<file path="config.mk">
export PLATFORM = sky130hd
export DESIGN_NAME = secded_decoder
export DESIGN_NICKNAME = d
export VERILOG_FILES = /design/src/design/edac_pkg.sv /design/src/design/ahb_pkg.sv /design/src/design/secded_decoder.sv /design/src/design/secded_encoder.sv
export SDC_FILE = /design/constraint.sdc
export NUM_CORES = 1
export LEC_CHECK = 0
export BUFFER_PORTS_ARGS = -buffer_cell sky130_fd_sc_hd__buf_2
export CORE_MARGIN = 8
export CORE_UTILIZATION = 28
export DETAILED_ROUTE_END_ITERATION = 10
export GPL_ROUTABILITY_DRIVEN = 0
export GPL_TIMING_DRIVEN = 1
export PLACE_DENSITY_LB_ADDON = 0.1
export SYNTH_ARGS = -nofsm -noshare
export SYNTH_HDL_FRONTEND = slang
export SYNTH_SLANG_ARGS = --single-unit
</file>
<file path="constraint.sdc">
create_clock -name vclk -period 13.4
set_input_delay 2.68 -clock vclk [all_inputs]
set_output_delay 2.68 -clock vclk [all_outputs]
set_load 0.02 [all_outputs]
</file>
<file path="src/design/edac_pkg.sv">
// ~~~~~~~~~~~~~~~~~~~~~~~~~~~~~~~~~~~~~~~~~~~~~~~~~
// SEC-DED code definitions shared by encoder, decoder and core
// ~~~~~~~~~~~~~~~~~~~~~~~~~~~~~~~~~~~~~~~~~~~~~~~~~
package edac_pkg;

    localparam int unsigned DATA_W = 32;
    localparam int unsigned ECC_W = 7;

    typedef logic [ECC_W-1:0] ecc_t;
    // Hamming position of a bit, also the syndrome value
    typedef logic [ECC_W-2:0] syndrome_t;

    // Stored word, doubles as the injection flip mask
    typedef struct packed {
        logic [DATA_W-1:0] data;
        ecc_t              ecc;
    } codeword_t;

    typedef struct packed {
        logic corrected;
        logic uncorrectable;
    } ecc_status_t;

    // Data bit idx sits at the idx-th non-power-of-two position from 3
    function automatic syndrome_t data_pos(input int idx);
        int cnt;
        syndrome_t pos;
        cnt = 0;
        pos = '0;
        for (int p = 3; p < DATA_W + ECC_W; p++) begin
            if ((p & (p - 1)) != 0) begin
                if (cnt == idx) begin
                    pos = syndrome_t'(p);
                end
                cnt++;
            end
        end
        return pos;
    endfunction

endpackage

</file>
<file path="src/design/ahb_pkg.sv">
// ~~~~~~~~~~~~~~~~~~~~~~~~~~~~~~~~~~~~~~~~~~~~~~~~~
// AHB-Lite side definitions for the EDAC RAM slave
// Bus widths, transfer codes and the captured-transfer record
// ~~~~~~~~~~~~~~~~~~~~~~~~~~~~~~~~~~~~~~~~~~~~~~~~~
package ahb_pkg;

    // 4 KiB byte address space
    localparam int unsigned MEM_ADDR_W = 12;
    localparam int unsigned WORD_ADDR_W = MEM_ADDR_W - 2;
    localparam int unsigned MEM_WORDS = 1 << WORD_ADDR_W;

    typedef logic [MEM_ADDR_W-1:0] haddr_t;
    typedef logic [WORD_ADDR_W-1:0] word_addr_t;
    typedef logic [31:0] hdata_t;
    typedef logic [1:0] htrans_t;
    typedef logic [2:0] hsize_t;
    typedef logic [3:0] byte_en_t;

    // Only the active codes matter here, IDLE and BUSY are ignored
    localparam htrans_t HTRANS_NONSEQ = 2'b10;
    localparam htrans_t HTRANS_SEQ = 2'b11;

    typedef struct packed {
        word_addr_t addr;
        byte_en_t   be;
        logic       write;
        logic       valid;
    } ahb_xfer_t;

    // ERR_FIRST is the wait cycle of the error response
    typedef enum logic [1:0] {
        OKAY_PHASE,
        ERR_FIRST,
        ERR_SECOND
    } front_state_t;

endpackage
</file>
<file path="src/design/secded_decoder.sv">
// ~~~~~~~~~~~~~~~~~~~~~~~~~~~~~~~~~~~~~~~~~~~~~~~~~
// SEC-DED check of a stored codeword
// Gives corrected data and the error class, combinational
// ~~~~~~~~~~~~~~~~~~~~~~~~~~~~~~~~~~~~~~~~~~~~~~~~~
`timescale 1ns/1ps

module secded_decoder (
    input  edac_pkg::codeword_t   s_raw_word_i,
    output ahb_pkg::hdata_t       s_fixed_data_o,
    output edac_pkg::ecc_status_t s_status_o
);

    edac_pkg::ecc_t      s_recalc;
    edac_pkg::ecc_t      s_diff;
    edac_pkg::syndrome_t s_syndrome;
    logic                s_parity_bad;

    secded_encoder enc0 (
        .s_data_i (s_raw_word_i.data),
        .s_ecc_o  (s_recalc)
    );

    assign s_diff = s_recalc ^ s_raw_word_i.ecc;
    assign s_syndrome = s_diff[edac_pkg::ECC_W-2:0];

    // XOR of the whole difference equals parity over all 39 stored bits
    assign s_parity_bad = ^s_diff;

    // Odd parity means one flipped bit, fix it if it is a data bit
    always_comb begin : correct
        s_fixed_data_o = s_raw_word_i.data;
        if (s_parity_bad) begin
            for (int i = 0; i < edac_pkg::DATA_W; i++) begin
                if (edac_pkg::data_pos(i) == s_syndrome) begin
                    s_fixed_data_o[i] = ~s_raw_word_i.data[i];
                end
            end
        end
    end

    // Even parity with a nonzero syndrome is a double error
    assign s_status_o = '{
        corrected:     s_parity_bad,
        uncorrectable: !s_parity_bad && (s_syndrome != '0)
    };

endmodule

</file>
<file path="src/design/secded_encoder.sv">
// ~~~~~~~~~~~~~~~~~~~~~~~~~~~~~~~~~~~~~~~~~~~~~~~~~
// Extended Hamming check field of a 32-bit word
// Purely combinational, used on the write path and in the decoder
// ~~~~~~~~~~~~~~~~~~~~~~~~~~~~~~~~~~~~~~~~~~~~~~~~~
`timescale 1ns/1ps

module secded_encoder (
    input  ahb_pkg::hdata_t s_data_i,
    output edac_pkg::ecc_t  s_ecc_o
);

    edac_pkg::syndrome_t s_hamming;

    // Check bit k covers every position with bit k of its index set
    always_comb begin : parity_tree
        edac_pkg::syndrome_t pos;
        s_hamming = '0;
        for (int i = 0; i < edac_pkg::DATA_W; i++) begin
            pos = edac_pkg::data_pos(i);
            for (int k = 0; k < edac_pkg::ECC_W - 1; k++) begin
                if (pos[k]) begin
                    s_hamming[k] = s_hamming[k] ^ s_data_i[i];
                end
            end
        end
    end

    // Overall parity over data and the six Hamming bits
    assign s_ecc_o = {^{s_data_i, s_hamming}, s_hamming};

endmodule

</file>
==> summary.txt <==
Status
  • Outcome: finished clean

Final layout
  • Fin cells: 328
  • Clock buffers: 0
  • P&R area growth vs syn: 24.6%
  • FF+latch area: 0 um^2
  • Sequential cell count: 0
  • Finished Cell Area: 1950 um^2
  • Final nets: 308
  • Fillers: 641
  • Layout cells sized above 1: 0.418
  • Number of diodes: 0

Global routing
  • Antenna violations before repair: 0
  • Total grt overflow: 0
  • Largest net degree at the start of global routing: 34
  • Gr usage total: 0.111
  • Vias in the first global route: 1502
  • Met3 usage: 0.0291
  • Gr busiest metal: met2
  • M2 GR Usage: 0.177
  • Global-route wire length before repair: 7.74 mm
  • M1 GR Usage: 0.153

Run
  • Max Cap Viol: 0

Logic synthesis
  • Syn Nets: 245
  • Synth cell types: 16
  • Synth warn: 0
  • Post-synthesis sequential area ratio: 0
  • Avg Cell Area, Syn: 8.01 um^2
  • Top cell type's share of synthesized area: 0.275
  • Dominant cell type by area after synthesis: xnor2_1
  • Post-Syn Area: 1560 um^2
  • Synth top area cells: xnor2_1 (27%), xor2_1 (24%), nor2_2 (12%), nand3_1 (10%), ha_1 (8.8%)
  • Post-Synthesis Cells: 195

STA
  • # setup viols final: 0
  • Total negative setup slack: 0 ns
  • RSZ-0062 raised after global routing: false
  • Fmax: 108 MHz
  • Fin. max-slew vios: 0
  • Final Cycle Share: 0.690
  • Slew Limit Headroom: 0.408
  • Slew @ Worst Pin: 0.888 ns
  • Final min period: 9.25 ns
  • Hold Fails Final Rpt: 0

Die
  • Full die area: 8230 um^2
  • Core Rows: 27
  • Die extent in y: 90.7 um
  • Die width: 90.7 um
  • Io pins: 73
  • Core region area: 5440 um^2
  • Initial core utilization: 0.287

Routing
  • Iter 0 DRT Violations: 53
  • Wire per inst: 14.2 um
  • DR vias/cell: 4.08
  • Post-route ant nets: 0
  • DRC Markers: 0
  • Pre-antenna DRT Iters: 4
  • Routed WL: 4.64 mm
  • Via Count: 1338

Min path
  • HP Class: input pin to primary output
  • Hold Path Depth: 3

CTS
  • Post-CTS Hold Fix Bufs: 0
  • Post-CTS setup buffer count: 0
  • CTS resizes: 0

Placement
  • DP Area: 1950 um^2
  • IO buf count: 73
  • Dpl cells: 328
  • DP HPWL: 4.00 mm

Worst setup path
  • CP Launch Type: input pin
  • WP data required: 10.72 ns
  • WS Path Type: input pin to primary output
  • Worst setup EP type: primary output
  • Crit path DAT: 6.57 ns
  • Crit-path max FO: 33
==> Yosys cell counts <==
library cell  instances
nor2_1                3
nor2_2               29
xnor3_2               1
buf_1                 6
clkbuf_1              2
inv_2                 1
a31oi_1               1
xnor2_2               3
xnor2_1              49
buf_6                 3
buf_4                 1
ha_1                 11
xor2_1               43
nand3_1              32
xnor3_1               4
inv_1                 6
==> final cells by class <==
class                      instances  area, um^2  area share
timing repair buffer              73         365       0.188
multi-input combinational        176        1470       0.753
inverter                           7        26.3      0.0135
tap                               72        90.1      0.0463
==> logic make-up after synthesis <==
| family | after synthesis | synth area share |
|---|---|---|
| AO/OA/AOI/OAI | 1 | 0.00401 |
| XOR/XNOR | 100 | 0.620 |
| adder cells (fa/ha/maj) | 11 | 0.0881 |
| buffers and inverters | 19 | 0.0624 |
| AND/OR/NAND/NOR | 64 | 0.226 |
==> final timing paths <==
path / from / end / slack (ns)
worst max-delay path: s_raw_word_i[31] / s_fixed_data_o[31] / 4.15
worst min-delay path: s_raw_word_i[25] / s_fixed_data_o[18] / 5.67
==> per-stage QoR <==
stage	setup slack, ns	hold slack [ns]	utilization
finish	4.15	5.67	0.358
global route	3.88	5.69	0.358
floorplan	4.82	5.49	-
detailed placement	4.11	5.68	0.358
CTS	4.08	5.68	0.358
global placement	4.16	5.67	0.358
==> layout by cell type, fill, tap and decap left out, drive strengths merged <==
| cell | Yosys | routed |
|---|---|---|
| xnor2 | 52 | 52 |
| inv | 7 | 7 |
| buf | 10 | 73 |
| nand3 | 32 | 32 |
| a31oi | 1 | 1 |
| xnor3 | 5 | 5 |
| ha | 11 | 11 |
| xor2 | 43 | 43 |
| nor2 | 32 | 32 |
==> critical path: stages <==
cell     delay [ns]
buf_2          0.12
xnor2_1        0.27
xnor2_2        0.17
xnor3_1        0.45
xnor2_2        0.17
xnor2_1        0.26
ha_1           0.29
xnor2_1        0.20
xnor2_1        0.15
xnor3_1        0.26
xnor3_1        0.20
xnor3_2        0.84
nor2_1         0.14
xor2_1         0.17
buf_2          0.18
==> per-layer routing <==
layer	vias to the layer above	wire length [um]
li1	734	-
met1	546	2230
met2	58	1960
met3	0	460
met4	0	0
met5	-	0
Power is not shown: default switching activity piles up to over one toggle a cycle in this logic, so the estimate is an artifact.
