### config.mk
export PLATFORM = sky130hd
export DESIGN_NAME = ahb_slave_front
export DESIGN_NICKNAME = d
export VERILOG_FILES = /design/src/design/edac_pkg.sv /design/src/design/ahb_pkg.sv /design/src/design/ahb_slave_front.sv
export SDC_FILE = /design/constraint.sdc
export NUM_CORES = 1
export LEC_CHECK = 0
export ABC_AREA = 1
export BUFFER_PORTS_ARGS = -buffer_cell sky130_fd_sc_hd__buf_2
export CAP_MARGIN = 0
export CORE_UTILIZATION = 44
export CTS_CLUSTER_SIZE = 20
export DETAILED_ROUTE_END_ITERATION = 7
export PLACE_DENSITY = 0.83
export SLEW_MARGIN = 20
export SYNTH_ARGS = -nofsm -noshare
export SYNTH_HDL_FRONTEND = slang
export SYNTH_SLANG_ARGS = --single-unit
### constraint.sdc
create_clock -name s_clk_i -period 2.1 [get_ports s_clk_i]
set_clock_uncertainty 0.2 [all_clocks]
set_input_delay 0.42 -clock s_clk_i [delete_from_list [all_inputs] [get_ports s_clk_i]]
set_output_delay 0.42 -clock s_clk_i [all_outputs]
set_load 0.03 [all_outputs]
### src/design/edac_pkg.sv
// ~~~~~~~~~~~~~~~~~~~~~~~~~~~~~~~~~~~~~~~~~~~~~~~~~
// SEC-DED code definitions shared by encoder, decoder and core
// ~~~~~~~~~~~~~~~~~~~~~~~~~~~~~~~~~~~~~~~~~~~~~~~~~
package edac_pkg;

    localparam int unsigned DATA_W = 32;
    localparam int unsigned ECC_W = 7;

    typedef logic [ECC_W-1:0] ecc_t;
    // Hamming position of a bit, also the syndrome value
    typedef logic [ECC_W-2:0] syndrome_t;

    // Stored word, doubles as the injection flip mask
    typedef struct packed {
        logic [DATA_W-1:0] data;
        ecc_t              ecc;
    } codeword_t;

    typedef struct packed {
        logic corrected;
        logic uncorrectable;
    } ecc_status_t;

    // Data bit idx sits at the idx-th non-power-of-two position from 3
    function automatic syndrome_t data_pos(input int idx);
        int cnt;
        syndrome_t pos;
        cnt = 0;
        pos = '0;
        for (int p = 3; p < DATA_W + ECC_W; p++) begin
            if ((p & (p - 1)) != 0) begin
                if (cnt == idx) begin
                    pos = syndrome_t'(p);
                end
                cnt++;
            end
        end
        return pos;
    endfunction

endpackage

### src/design/ahb_pkg.sv
// ~~~~~~~~~~~~~~~~~~~~~~~~~~~~~~~~~~~~~~~~~~~~~~~~~
// AHB-Lite side definitions for the EDAC RAM slave
// Bus widths, transfer codes and the captured-transfer record
// ~~~~~~~~~~~~~~~~~~~~~~~~~~~~~~~~~~~~~~~~~~~~~~~~~
package ahb_pkg;

    // 4 KiB byte address space
    localparam int unsigned MEM_ADDR_W = 12;
    localparam int unsigned WORD_ADDR_W = MEM_ADDR_W - 2;
    localparam int unsigned MEM_WORDS = 1 << WORD_ADDR_W;

    typedef logic [MEM_ADDR_W-1:0] haddr_t;
    typedef logic [WORD_ADDR_W-1:0] word_addr_t;
    typedef logic [31:0] hdata_t;
    typedef logic [1:0] htrans_t;
    typedef logic [2:0] hsize_t;
    typedef logic [3:0] byte_en_t;

    // Only the active codes matter here, IDLE and BUSY are ignored
    localparam htrans_t HTRANS_NONSEQ = 2'b10;
    localparam htrans_t HTRANS_SEQ = 2'b11;

    typedef struct packed {
        word_addr_t addr;
        byte_en_t   be;
        logic       write;
        logic       valid;
    } ahb_xfer_t;

    // ERR_FIRST is the wait cycle of the error response
    typedef enum logic [1:0] {
        OKAY_PHASE,
        ERR_FIRST,
        ERR_SECOND
    } front_state_t;

endpackage
### src/design/ahb_slave_front.sv
// ~~~~~~~~~~~~~~~~~~~~~~~~~~~~~~~~~~~~~~~~~~~~~~~~~
// AHB-Lite slave front end of the EDAC RAM
// Captures address phases, answers with OKAY or the two-cycle ERROR
// ~~~~~~~~~~~~~~~~~~~~~~~~~~~~~~~~~~~~~~~~~~~~~~~~~
`timescale 1ns/1ps

module ahb_slave_front (
    input  logic                  s_clk_i,
    input  logic                  s_resetn_i,
    input  logic                  s_hsel_i,
    input  ahb_pkg::haddr_t       s_haddr_i,
    input  ahb_pkg::htrans_t      s_htrans_i,
    input  logic                  s_hwrite_i,
    input  ahb_pkg::hsize_t       s_hsize_i,
    input  edac_pkg::ecc_status_t s_status_i,
    output ahb_pkg::ahb_xfer_t    s_addr_xfer_o,
    output ahb_pkg::ahb_xfer_t    s_data_xfer_o,
    output logic                  s_hready_o,
    output logic                  s_hresp_o,
    output edac_pkg::ecc_status_t s_status_o
);

    ahb_pkg::front_state_t r_state;
    ahb_pkg::front_state_t s_state;
    ahb_pkg::front_state_t s_next_state;
    ahb_pkg::byte_en_t     s_byte_en;
    logic                  s_active;
    logic                  s_read_dp;

    assign s_active = (s_htrans_i == ahb_pkg::HTRANS_NONSEQ) ||
                      (s_htrans_i == ahb_pkg::HTRANS_SEQ);

    // Lane select from size and low address bits
    always_comb begin
        case (s_hsize_i)
            3'd0:    s_byte_en = 4'b0001 << s_haddr_i[1:0];
            3'd1:    s_byte_en = s_haddr_i[1] ? 4'b1100 : 4'b0011;
            default: s_byte_en = 4'b1111;
        endcase
    end

    // Not valid while hready is low, the master holds it for later
    assign s_addr_xfer_o = '{
        addr:  s_haddr_i[ahb_pkg::MEM_ADDR_W-1:2],
        be:    s_byte_en,
        write: s_hwrite_i,
        valid: s_hready_o && s_hsel_i && s_active
    };

    // First cycle of a read data phase, flags only count here
    assign s_read_dp = s_data_xfer_o.valid && !s_data_xfer_o.write &&
                       (r_state == ahb_pkg::OKAY_PHASE);
    assign s_status_o = s_read_dp ? s_status_i : '0;

    // ERR_FIRST is entered in the very cycle the bad word shows up
    assign s_state = (s_read_dp && s_status_i.uncorrectable) ? ahb_pkg::ERR_FIRST : r_state;

    always_comb begin
        case (s_state)
            ahb_pkg::ERR_FIRST: s_next_state = ahb_pkg::ERR_SECOND;
            default:            s_next_state = ahb_pkg::OKAY_PHASE;
        endcase
    end

    assign s_hready_o = (s_state != ahb_pkg::ERR_FIRST);
    assign s_hresp_o = (s_state != ahb_pkg::OKAY_PHASE);

    always_ff @(posedge s_clk_i) begin
        if (!s_resetn_i) begin
            r_state <= ahb_pkg::OKAY_PHASE;
            s_data_xfer_o <= '0;
        end else begin
            r_state <= s_next_state;
            // Data phase advances only when the current one completes
            if (s_hready_o) begin
                s_data_xfer_o <= s_addr_xfer_o;
            end
        end
    end

    // ERROR response is always the full two-cycle sequence
    a_hresp_err_only: assert property (@(posedge s_clk_i) disable iff (!s_resetn_i)
        s_hresp_o |-> (s_state == ahb_pkg::ERR_FIRST) ||
                      (s_state == ahb_pkg::ERR_SECOND && $past(s_state == ahb_pkg::ERR_FIRST)));

    a_wait_first_only: assert property (@(posedge s_clk_i) disable iff (!s_resetn_i)
        !s_hready_o |-> (s_state == ahb_pkg::ERR_FIRST) ##1 (s_hready_o && s_hresp_o));

endmodule

==> run metrics <==
status=completed; CP startpoint kind=flip-flop; Post-DP Area=0.00114 mm2; number of DRC markers in iteration 0=12; Avg Inst Size Synth=6.86 um2; yosys warns=0; class of the worst hold path=in2reg; worst endpoint required time=1480 ps; post-layout util=59.5%; Critical Setup Path Class=reg2out; r2r setup slk=710 ps; Clock Latency Late Sink=290 ps; Detail Route Antenna Nets=0; layout cell share with drive strength beyond 1=39.2%; number of nets in the layout=205; Slew Limit Fails=0; detail-routed net length per standard cell=9.36 um; Setup TNS=0 ps; static leakage=0.665 nW; num rows=16; CTS clock-pin slew for the worst setup and hold paths=100 ps; Reg power frac=48.0%; Worst R2R Path Depth=6; cell type with the largest total area after synthesis=dfxtp_1; vias=964; top cells by area, synth=dfxtp_1, nor2_1, buf_4, nand2_1, nand4_1; CTS tree=done; Netlist cell types=17; Root Buffer=clkbuf_4; Primary FF master, synth=dfxtp_1; DRC Markers=0; Cell Area, Synth=926 um2; Layout area overhead=26.1%; CP startpoint=r_state[1]; Data arrival, critical path=1310 ps; share of the synthesized area in the top cell type=36.8%; slew margin rel.=81.6%; Reg-to-Reg Start=r_state[1]; Post-synth EDFFs=0; Fin. Hold Viols=0; Worst Setup End Kind=output pin; Max-Cap Viols=0; Final min period=1930 ps; vias in the first global route=708; pwr dens=633 mW/mm2; r2r endpoint=s_data_xfer_o[8]; I/O Buffers=57; Die H=47.9 um; first-pass GRT wire length=2790 um; Post-Route WL=1950 um; Num CTS Buffers=3; Gate Count Post-Synth=135; Seq/Total Area, Yosys=36.8%; Mapped Nets=158; Combinational Power Share=28.7%; post-route clock period utilization=92.1%; clock sink count=17; initial antenna violation count=0; H-tree depth=1; internal power=480 uW; top post-synthesis cells by count=nor2_1, nand2_1, inv_1; Final setup viols=0; Max Fclk=517 MHz; Async S/R FF share, synth=0%; hpwl dp=1460 um; crit-path max FO=17; die width=47.9 um; switching power total=259 uW; switching share of power=35.1%; Starting Density=47.2%; unrepaired setup endpoints after global routing=no; Clk pwr share=23.4%; die area=0.00229 mm2; n_diodes=0; Worst Setup EP=s_status_o[0]; Worst VDD drop=413 uV; #FFs+latches synth=17; First-pass DRT Iterations=4; GP Congestion=0.679; I/O Pins=59; most common cell in the synthesized netlist=nor2_1; clk buf depth=2; largest net degree at the start of global routing=18; GRT Total Usage=17.6%; drt via density=4.63; core area=0.00196 mm2; Final Cell Area=0.00117 mm2; postcts setup bufs=0; grt ovf=0; slew at the pin with the worst max-slew slack=275 ps
cell type report:
cell class              instances  area, um2
repair buffers                 60        308
well taps                      27       33.8
clock buffers                   3       22.5
multi-input cells              78        373
flip-flops and latches         17        340
clock inverters                 1       5.00
fillers                       216        795
inverters                      22       85.1
worst max-delay path, stage by stage, from the launching register on:
cell,delay [ps]
dfxtp_1,340
inv_4,160
nand3_4,130
nor2_8,170
buf_2,220
cell families after synthesis:
group / share of synthesized area, %
flops: 36.8
simple gates: 38.4
compound gates: 1.62
buf+inv: 23.2
layer usage:
metal / global-route usage (%) / vias to the layer above / part of all wire [%]
li1: - / 497 / -
met1: 21.2 / 426 / 44
met2: 29.2 / 39 / 49
met3: 5.66 / 2 / 6.5
met4: 6.67 / 0 / 0.21
met5: 0 / - / 0
metrics by stage:
step	power [mW]	setup slack, ps	std cells	hold WS [ps]
global placement	0.571	372	204	338
finish	0.739	165	208	155
floorplan	0.524	42.7	135	339
CTS	0.749	59.3	208	146
global route	0.791	59.3	208	128
detailed placement	0.575	366	204	350
power groups by stage:
stage	clock network (mW)	registers, mW	logic, mW
final	0.173	0.355	0.212
after global routing	0.201	0.358	0.232
after CTS	0.181	0.355	0.214
after detailed placement	0	0.362	0.213
after global placement	0	0.361	0.209
after floorplan	0	0.403	0.121
state kept, by name, indices dropped and copies added (netlist names):
name	count
s_data_xfer_o	16
r_state	1
what timing repair did:
action / 4_1_cts / 5_1_grt
resized for setup: 0 / 1
hold buffers: 0 / 0
setup endpoints to repair: 0 / 1
worst min-delay path by stage:
stage	slack, ps	cells past startpoint	to	from
final	150	3	s_data_xfer_o[1]	s_hwrite_i
after detailed placement	350	4	s_data_xfer_o[9]	s_data_xfer_o[9]
after floorplan	340	2	s_data_xfer_o[1]	s_hwrite_i
after global placement	340	4	s_data_xfer_o[11]	s_data_xfer_o[11]
after global routing	130	3	s_data_xfer_o[1]	s_hwrite_i
after CTS	150	3	s_data_xfer_o[1]	s_hwrite_i
layout by cell type (no fill, tap or decap):
cell / netlist / layout
o21ai_0: 2 / 2
nor2_1: 33 / 33
inv_4: 0 / 1
nand2_2: 0 / 1
nand4_1: 14 / 14
nand2_1: 24 / 23
buf_2: 3 / 57
nor2_4: 1 / 1
inv_2: 2 / 2
buf_4: 12 / 3
inv_1: 19 / 19
a21oi_1: 1 / 1
nand3_4: 1 / 1
clkinv_2: 1 / 1
clkbuf_4: 0 / 3
nand3_1: 1 / 1
dfxtp_1: 17 / 17
nor2_8: 1 / 1
Power figures use the tool's default switching activity.
